`config.mk`:
```
export PLATFORM = sky130hd
export DESIGN_NAME = cpuCore
export DESIGN_NICKNAME = d
export VERILOG_FILES = /design/src/logic/cpuPkg.sv /design/src/logic/controlBus.sv /design/src/logic/instructionLoader.sv /design/src/logic/opcodeDecoder.sv /design/src/logic/cycleController.sv /design/src/logic/internalDataflow.sv /design/src/logic/cpuCore.sv
export SDC_FILE = /design/constraint.sdc
export NUM_CORES = 1
export LEC_CHECK = 0
export BUFFER_PORTS_ARGS = -buffer_cell sky130_fd_sc_hd__clkbuf_2
export CORE_MARGIN = 4
export CORE_UTILIZATION = 40
export DETAILED_ROUTE_END_ITERATION = 8
export MAX_ROUTING_LAYER = met4
export PLACE_DENSITY = 0.62
export SLEW_MARGIN = 20
export SYNTH_ARGS = -nofsm -noshare
export SYNTH_HDL_FRONTEND = slang
export SYNTH_SLANG_ARGS = --single-unit
```
`constraint.sdc`:
```
create_clock -name clk -period 3.68 [get_ports clk]
set_input_delay 0 -clock clk [delete_from_list [all_inputs] [get_ports clk]]
set_output_delay 0 -clock clk [all_outputs]
set_load 0.02 [all_outputs]
```
`src/logic/cpuPkg.sv`:
```
package cpuPkg;

    typedef logic [7:0]  byteT;
    typedef logic [15:0] addrT;

    typedef enum logic [2:0] {
        lda,
        sta,
        adc,
        andOp,
        jmp,
        beq,
        bne,
        nop
    } instrT;

    typedef enum logic [1:0] {
        implied,
        immediate,
        absolute,
        relative
    } addrModeT;

    typedef enum logic [2:0] {
        vecLow,
        vecHigh,
        fetch,
        operand,
        operandHigh,
        dataAccess,
        branchTake
    } cycleStateT;

    localparam int numFlags = 12;

    localparam int flagPcInc         = 0;
    localparam int flagPcLoadLow     = 1;  // Relative branch adds the signed latch byte to the PC
    localparam int flagPcLoadHigh    = 2;  // Loads the data bus as high byte over the latch low byte
    localparam int flagAddrFromPc    = 3;
    localparam int flagAddrFromLatch = 4;
    localparam int flagAddrVector    = 5;
    localparam int flagLatchLow      = 6;
    localparam int flagLatchHigh     = 7;
    localparam int flagLoadA         = 8;
    localparam int flagAluAdc        = 9;
    localparam int flagAluAnd        = 10;
    localparam int flagWrite         = 11;

    typedef logic [numFlags-1:0] ctrlFlagsT;

    localparam addrT resetVectorLow = 16'hFFFC;

    // Standard 6502 encodings of the supported instructions
    localparam byteT opLdaImm = 8'hA9;
    localparam byteT opLdaAbs = 8'hAD;
    localparam byteT opStaAbs = 8'h8D;
    localparam byteT opAdcImm = 8'h69;
    localparam byteT opAndImm = 8'h29;
    localparam byteT opJmpAbs = 8'h4C;
    localparam byteT opBeq    = 8'hF0;
    localparam byteT opBne    = 8'hD0;
    localparam byteT opNop    = 8'hEA;

endpackage

```
`src/logic/controlBus.sv`:
```
`timescale 1ns/100ps

interface controlBus;

    cpuPkg::ctrlFlagsT flags;         // One bit per micro-action of the current cycle
    logic              vectorSelect;  // High byte of the reset vector when set
    logic              zeroFlag;
    logic              carryFlag;

    modport ctrl (
        output flags,
        output vectorSelect,
        input  zeroFlag
    );

    modport data (
        input  flags,
        input  vectorSelect,
        output zeroFlag,
        output carryFlag
    );

endinterface

```
`src/logic/instructionLoader.sv`:
```
`timescale 1ns/100ps

module instructionLoader (
    input  logic         clk,
    input  logic         arstN,
    input  logic         enableFFs,
    input  logic         loadOpcode,
    input  cpuPkg::byteT dataBusInput,
    output cpuPkg::byteT opcode
);

    logic captureOpcode;

    // The fetch cycle only completes when the memory has answered
    assign captureOpcode = loadOpcode & enableFFs;

    always_ff @(posedge clk or negedge arstN) begin
        if (!arstN) begin
            opcode <= cpuPkg::opNop;  // Keeps the decoder on a known instruction before the first fetch
        end else if (captureOpcode) begin
            opcode <= dataBusInput;
        end
    end

endmodule

```
`src/logic/opcodeDecoder.sv`:
```
`timescale 1ns/100ps

module opcodeDecoder (
    input  cpuPkg::byteT     opcode,
    output cpuPkg::instrT    instr,
    output cpuPkg::addrModeT addrMode
);

    always_comb begin
        instr    = cpuPkg::nop;
        addrMode = cpuPkg::implied;
        case (opcode)
            cpuPkg::opLdaImm: begin
                instr    = cpuPkg::lda;
                addrMode = cpuPkg::immediate;
            end
            cpuPkg::opLdaAbs: begin
                instr    = cpuPkg::lda;
                addrMode = cpuPkg::absolute;
            end
            cpuPkg::opStaAbs: begin
                instr    = cpuPkg::sta;
                addrMode = cpuPkg::absolute;
            end
            cpuPkg::opAdcImm: begin
                instr    = cpuPkg::adc;
                addrMode = cpuPkg::immediate;
            end
            cpuPkg::opAndImm: begin
                instr    = cpuPkg::andOp;
                addrMode = cpuPkg::immediate;
            end
            cpuPkg::opJmpAbs: begin
                instr    = cpuPkg::jmp;
                addrMode = cpuPkg::absolute;
            end
            cpuPkg::opBeq: begin
                instr    = cpuPkg::beq;
                addrMode = cpuPkg::relative;
            end
            cpuPkg::opBne: begin
                instr    = cpuPkg::bne;
                addrMode = cpuPkg::relative;
            end
            cpuPkg::opNop: begin
                instr    = cpuPkg::nop;
                addrMode = cpuPkg::implied;
            end
            default: begin
                instr    = cpuPkg::nop;  // Unsupported opcodes run as a two cycle NOP
                addrMode = cpuPkg::implied;
            end
        endcase
    end

endmodule

```
`src/logic/cycleController.sv`:
```
`timescale 1ns/100ps

module cycleController (
    input  logic             clk,
    input  logic             arstN,
    input  logic             enableFFs,
    input  cpuPkg::instrT    instr,
    input  cpuPkg::addrModeT addrMode,
    output logic             loadOpcode,
    output logic             sync,
    controlBus.ctrl          bus
);

    cpuPkg::cycleStateT state;
    cpuPkg::cycleStateT nextState;
    cpuPkg::ctrlFlagsT  flags;
    logic               vectorSelect;
    logic               branchTaken;

    always_ff @(posedge clk or negedge arstN) begin
        if (!arstN) begin
            state <= cpuPkg::vecLow;
        end else if (enableFFs) begin
            state <= nextState;
        end
    end

    // BEQ waits on a set zero flag, BNE on a clear one
    assign branchTaken = (instr == cpuPkg::beq) ? bus.zeroFlag : ~bus.zeroFlag;

    always_comb begin
        flags        = '0;
        vectorSelect = 1'b0;
        nextState    = state;
        case (state)
            cpuPkg::vecLow: begin
                flags[cpuPkg::flagAddrVector] = 1'b1;
                flags[cpuPkg::flagLatchLow]   = 1'b1;
                nextState                     = cpuPkg::vecHigh;
            end
            cpuPkg::vecHigh: begin
                vectorSelect                  = 1'b1;
                flags[cpuPkg::flagAddrVector] = 1'b1;
                flags[cpuPkg::flagPcLoadHigh] = 1'b1;
                nextState                     = cpuPkg::fetch;
            end
            cpuPkg::fetch: begin
                flags[cpuPkg::flagAddrFromPc] = 1'b1;
                flags[cpuPkg::flagPcInc]      = 1'b1;
                nextState                     = cpuPkg::operand;
            end
            cpuPkg::operand: begin
                flags[cpuPkg::flagAddrFromPc] = 1'b1;
                nextState                     = cpuPkg::fetch;
                case (addrMode)
                    cpuPkg::immediate: begin
                        flags[cpuPkg::flagPcInc]  = 1'b1;
                        flags[cpuPkg::flagLoadA]  = (instr == cpuPkg::lda);
                        flags[cpuPkg::flagAluAdc] = (instr == cpuPkg::adc);
                        flags[cpuPkg::flagAluAnd] = (instr == cpuPkg::andOp);
                    end
                    cpuPkg::relative: begin
                        flags[cpuPkg::flagPcInc]    = 1'b1;
                        flags[cpuPkg::flagLatchLow] = 1'b1;  // Keeps the offset for the taken cycle
                        if (branchTaken) begin
                            nextState = cpuPkg::branchTake;
                        end
                    end
                    cpuPkg::absolute: begin
                        flags[cpuPkg::flagPcInc]    = 1'b1;
                        flags[cpuPkg::flagLatchLow] = 1'b1;
                        nextState                   = cpuPkg::operandHigh;
                    end
                    default: begin
                        nextState = cpuPkg::fetch;  // NOP only reads the next byte and drops it
                    end
                endcase
            end
            cpuPkg::operandHigh: begin
                flags[cpuPkg::flagAddrFromPc] = 1'b1;
                if (instr == cpuPkg::jmp) begin
                    flags[cpuPkg::flagPcLoadHigh] = 1'b1;
                    nextState                     = cpuPkg::fetch;
                end else begin
                    flags[cpuPkg::flagPcInc]     = 1'b1;
                    flags[cpuPkg::flagLatchHigh] = 1'b1;
                    nextState                    = cpuPkg::dataAccess;
                end
            end
            cpuPkg::dataAccess: begin
                flags[cpuPkg::flagAddrFromLatch] = 1'b1;
                flags[cpuPkg::flagWrite]         = (instr == cpuPkg::sta);
                flags[cpuPkg::flagLoadA]         = (instr == cpuPkg::lda);
                nextState                        = cpuPkg::fetch;
            end
            cpuPkg::branchTake: begin
                flags[cpuPkg::flagAddrFromPc] = 1'b1;
                flags[cpuPkg::flagPcLoadLow]  = 1'b1;
                nextState                     = cpuPkg::fetch;
            end
            default: begin
                nextState = cpuPkg::vecLow;
            end
        endcase
    end

    assign bus.flags        = flags;
    assign bus.vectorSelect = vectorSelect;
    assign loadOpcode       = (state == cpuPkg::fetch);
    assign sync             = (state == cpuPkg::fetch);

endmodule

```
`src/logic/internalDataflow.sv`:
```
`timescale 1ns/100ps

module internalDataflow (
    input  logic         clk,
    input  logic         arstN,
    input  logic         enableFFs,
    input  cpuPkg::byteT dataBusInput,
    output cpuPkg::byteT dataBusOutput,
    output cpuPkg::byteT addressBusHigh,
    output cpuPkg::byteT addressBusLow,
    controlBus.data      bus
);

    cpuPkg::ctrlFlagsT flags;
    cpuPkg::addrT      pc;
    cpuPkg::addrT      operandLatch;
    cpuPkg::addrT      vectorAddr;
    cpuPkg::addrT      address;
    cpuPkg::addrT      branchOffset;
    cpuPkg::byteT      accumulator;
    cpuPkg::byteT      aluResult;
    logic [8:0]        aluSum;
    logic              accWrite;

    assign flags = bus.flags;

    assign vectorAddr = cpuPkg::resetVectorLow | {15'b0, bus.vectorSelect};

    // The controller raises exactly one address source per cycle
    assign address = ({16{flags[cpuPkg::flagAddrFromPc]}}    & pc)
                   | ({16{flags[cpuPkg::flagAddrFromLatch]}} & operandLatch)
                   | ({16{flags[cpuPkg::flagAddrVector]}}    & vectorAddr);

    assign addressBusHigh = address[15:8];
    assign addressBusLow  = address[7:0];
    assign dataBusOutput  = accumulator;

    assign branchOffset = {{8{operandLatch[7]}}, operandLatch[7:0]};

    always_ff @(posedge clk or negedge arstN) begin
        if (!arstN) begin
            pc <= '0;
        end else if (enableFFs) begin
            if (flags[cpuPkg::flagPcLoadHigh]) begin
                pc <= {dataBusInput, operandLatch[7:0]};
            end else if (flags[cpuPkg::flagPcLoadLow]) begin
                pc <= pc + branchOffset;  // PC already points past the offset byte
            end else if (flags[cpuPkg::flagPcInc]) begin
                pc <= pc + 16'd1;
            end
        end
    end

    always_ff @(posedge clk) begin
        if (enableFFs && flags[cpuPkg::flagLatchLow]) begin
            operandLatch[7:0] <= dataBusInput;
        end
        if (enableFFs && flags[cpuPkg::flagLatchHigh]) begin
            operandLatch[15:8] <= dataBusInput;
        end
    end

    assign aluSum = {1'b0, accumulator} + {1'b0, dataBusInput} + {8'b0, bus.carryFlag};

    always_comb begin
        aluResult = dataBusInput;  // Plain load passes the bus through
        if (flags[cpuPkg::flagAluAdc]) begin
            aluResult = aluSum[7:0];
        end else if (flags[cpuPkg::flagAluAnd]) begin
            aluResult = accumulator & dataBusInput;
        end
    end

    assign accWrite = flags[cpuPkg::flagLoadA] | flags[cpuPkg::flagAluAdc]
                    | flags[cpuPkg::flagAluAnd];

    always_ff @(posedge clk) begin
        if (enableFFs && accWrite) begin
            accumulator <= aluResult;
        end
    end

    always_ff @(posedge clk or negedge arstN) begin
        if (!arstN) begin
            bus.zeroFlag  <= 1'b0;
            bus.carryFlag <= 1'b0;
        end else if (enableFFs) begin
            if (accWrite) begin
                bus.zeroFlag <= (aluResult == 8'h00);
            end
            if (flags[cpuPkg::flagAluAdc]) begin
                bus.carryFlag <= aluSum[8];  // AND and LDA leave carry alone
            end
        end
    end

endmodule

```
`src/logic/cpuCore.sv`:
```
`timescale 1ns/100ps

module cpuCore (
    input  logic         clk,
    input  logic         arstN,
    input  logic         ready,
    input  cpuPkg::byteT dataBusInput,
    output cpuPkg::byteT dataBusOutput,
    output cpuPkg::byteT addressBusHigh,
    output cpuPkg::byteT addressBusLow,
    output logic         sync,
    output logic         readNotWrite
);

    cpuPkg::byteT     opcode;
    cpuPkg::instrT    instr;
    cpuPkg::addrModeT addrMode;
    logic             loadOpcode;
    logic             enableFFs;

    controlBus ctrlBus ();

    assign readNotWrite = ~ctrlBus.flags[cpuPkg::flagWrite];
    assign enableFFs    = ready | ~readNotWrite;  // Writes never wait for ready

    instructionLoader instructionLoader (
        .clk          (clk),
        .arstN        (arstN),
        .enableFFs    (enableFFs),
        .loadOpcode   (loadOpcode),
        .dataBusInput (dataBusInput),
        .opcode       (opcode)
    );

    opcodeDecoder opcodeDecoder (
        .opcode   (opcode),
        .instr    (instr),
        .addrMode (addrMode)
    );

    cycleController cycleController (
        .clk        (clk),
        .arstN      (arstN),
        .enableFFs  (enableFFs),
        .instr      (instr),
        .addrMode   (addrMode),
        .loadOpcode (loadOpcode),
        .sync       (sync),
        .bus        (ctrlBus.ctrl)
    );

    internalDataflow internalDataflow (
        .clk            (clk),
        .arstN          (arstN),
        .enableFFs      (enableFFs),
        .dataBusInput   (dataBusInput),
        .dataBusOutput  (dataBusOutput),
        .addressBusHigh (addressBusHigh),
        .addressBusLow  (addressBusLow),
        .bus            (ctrlBus.data)
    );

endmodule

```
==> results.json <==
{
  "outcome": "complete, no violations",
  "synth-seq-cells": 53,
  "nNetsFinal": 534,
  "syn_avg_cell_area_sq_um": 8.68,
  "overflow": 0,
  "detail_route.vias_per_cell": 5.67,
  "tns_ns": 0,
  "finClkSkew_ns": 0.00622,
  "routed-wl-met2_um": 5010,
  "grt_usage_pct": 19.2,
  "rows": 36,
  "rrSetupSlack_ns": 0.41,
  "r2r-end": "internalDataflow.pc[12]",
  "grt_max_degree": 30,
  "chipHeight_um": 109,
  "worst_pin_slew_ns": 0.812,
  "criticalPathCategory": "flop to flop",
  "post_dp_cell_area_sq_um": 4380,
  "numClockSinks": 53,
  "rr_worst_depth": 12,
  "drive_gt1_share_pct": 15.3,
  "critPathTopFamily": "simple AND/OR/NAND/NOR gates",
  "synth_top_flop_cell": "edfxtp_1",
  "pin_count": 37,
  "cts.clk_slew.worst_paths_ns": 0.11,
  "ys_types": 66,
  "ir_drop_uv": 424,
  "clock_path_buffers": 2,
  "drc_errors": 0,
  "async_flop_share_pct": 54.7,
  "yosys.area_share.simple_pct": 19.0,
  "rsz0062_at_grt": "no",
  "drt_pass1_iterations": 5,
  "cp.arrival_ns": 3.51,
  "routabilityCongestion": 0.856,
  "setup_viol": 0,
  "insertion_delay_ns": 0.32,
  "wl_met3_um": 533,
  "syn_nets": 504,
  "min_period_over_period_pct": 88.8,
  "cts_tree": "done",
  "antenna_found_initial": 0,
  "yosysWarnings": 0,
  "synth_top_family_by_area": "compound AO/OA/AOI/OAI gates",
  "synth_fa_ha_area_share_pct": 8.59,
  "antenna_left": 0,
  "synth_xor_area_share_pct": 2.38,
  "drt_iter0_drc": 208,
  "crit_chain": "inv_1, nor2_1, buf_4, nand3_1, inv_1, ha_1, and3_1, a21boi_0, nor4_1, nor3b_1, o31a_1, o21ai_0",
  "cpPeakStageDelay_ns": 0.51,
  "wl_per_cell_um": 16.4,
  "min_path_type": "input port to flop",
  "area_growth_pct": 12.0,
  "worst-path-stages": 12,
  "cp_slowest_cell": "nor4_1",
  "dr_total_vias": 3579,
  "synth_edf_count": 24,
  "grt_pass1_wl_um": 17500,
  "fin_ws_ns": 0.411,
  "max_slew_margin_pct": 45.9,
  "synth_top_cell_area_share_pct": 17.8,
  "rr_startpoint": "cycleController.state[2]",
  "cts_buffers": 5,
  "yosys-mux-area-fraction_pct": 5.65,
  "utilization_pct": 46.2,
  "synth_top_area_cell": "edfxtp_1",
  "drv_cap": 0,
  "hpwlAfterDp_um": 7400,
  "grt_pass1_vias": 3489,
  "hold_viol": 0,
  "highest_layer": "met4",
  "crit_end": "internalDataflow.pc[12]",
  "seq_area_frac_synth_pct": 35.9,
  "crit_top_cell": "inv_1",
  "crit_start": "cycleController.state[2]",
  "final.min_clock_period_ns": 3.27,
  "m1WireLength_um": 4630,
  "cts_max_level": 2,
  "pre_cts_ws_ns": 0.429,
  "io_buffers": 36,
  "hold_slack_ns": 0.0227,
  "synthTopCellsByArea": "edfxtp_1 18%, dfrtp_1 15%, a21oi_1 7.2%, ha_1 7.1%, o21ai_0 5.3%",
  "root_buffer": "clkbuf_8",
  "finalMaxSlewViolations": 0,
  "power_density_nw_per_um2": 625,
  "die-area_sq_um": 11800,
  "critical_path.endpoint_type": "flop",
  "routed_wl_um": 10300,
  "layout_common_cells": "58 x a21oi_1, 43 x o21ai_0, 36 x clkbuf_2, 35 x nand2_1, 31 x inv_1",
  "p_leak_uw": 0.00192,
  "start_util_pct": 41.3,
  "core_area_sq_um": 9820,
  "die_w_um": 109,
  "diodes": 0,
  "syn-instance-count": 467,
  "critPathRequiredTime_ns": 3.92,
  "final_common_cell": "a21oi_1",
  "start_kind": "flop",
  "crit_buf_inv": 3,
  "netlist_area_sq_um": 4050,
  "max_freq_ghz": 0.306,
  "synth-compound-area-share_pct": 22.6,
  "final_cell_area_sq_um": 4540,
  "path_max_fanout": 11
}
==> sequential cells by signal, indices dropped and copies added, names as in the netlist <==
| name | cells |
|---|---|
| cycleController.state | 3 |
| instructionLoader.opcode | 8 |
| internalDataflow.bus.carryFlag | 1 |
| internalDataflow.bus.zeroFlag | 1 |
| internalDataflow.dataBusOutput | 8 |
| internalDataflow.operandLatch | 16 |
| internalDataflow.pc | 16 |
==> kinds of logic after synthesis <==
group | Yosys count
buffers and inverters | 60
DFF | 53
and+or+nand+nor | 143
muxes | 22
adders and majority gates | 26
xor gates and xnor gates | 11
AOI/OAI and AO/OA | 152
==> stage by stage <==
| step | power, uW | std cells |
|---|---|---|
| after floorplan | 2020 | 467 |
| after global placement | 2380 | 619 |
| after detailed placement | 2410 | 619 |
| after CTS | 2850 | 631 |
| after global routing | 3080 | 631 |
| final | 2840 | 631 |
==> synth_stat cells, drive strengths merged, types with 4 or more instances <==
cell     n
nand3   15
dfrtp   24
a21oi   58
nor3    11
nand2b   4
mux2     7
clkbuf  21
and3     7
nand2   35
nor2    28
inv     31
mux2i   15
or4      4
nor3b    7
a211oi  10
xor2     4
xnor2    7
nor2b    8
dfstp    5
buf      8
o21ai   43
and3b    4
a21o     4
ha      23
edfxtp  24
==> layout make-up <==
class,instances,area (sq um)
clock buffers,7,86.3
repair buffers,52,310
inverters,31,116
multi-input cells,354,2370
clock inverters,1,30.0
fillers,1004,5280
flip-flops and latches,53,1450
well taps,133,166
==> power breakdown <==
group | total (uW) | switching, uW | internal, uW
logic | 1420 | 850 | 565
registers | 984 | 199 | 785
clock network | 436 | 214 | 223
==> how the worst min path moves through the flow <==
stage / start / to / slack [ns] / cells after the start
finish: dataBusInput[0] / internalDataflow.operandLatch[0] / 0.02 / 1
global placement: arstN / instructionLoader.opcode[4] / 0.15 / 1
detailed placement: arstN / instructionLoader.opcode[4] / 0.15 / 1
floorplan: arstN / cycleController.state[0] / -0.30 / 0
CTS: dataBusInput[0] / internalDataflow.operandLatch[8] / 0.03 / 1
global route: dataBusInput[0] / internalDataflow.operandLatch[0] / 0.02 / 1
==> layer usage <==
layer	vias up	global-route usage, %
li1	1767	-
met2	95	31.3
met5	-	-
met4	0	4.51
met3	17	2.49
met1	1700	25.6
==> timing repair <==
| item | CTS | global route |
|---|---|---|
| resized for setup | 0 | 0 |
| hold buffers | 4 | 0 |
| hold endpoints to repair | 30 | 0 |
| setup buffers | 0 | 0 |
| setup endpoints to repair | 0 | 0 |
No activity file was read; power rests on OpenSTA's default activity.
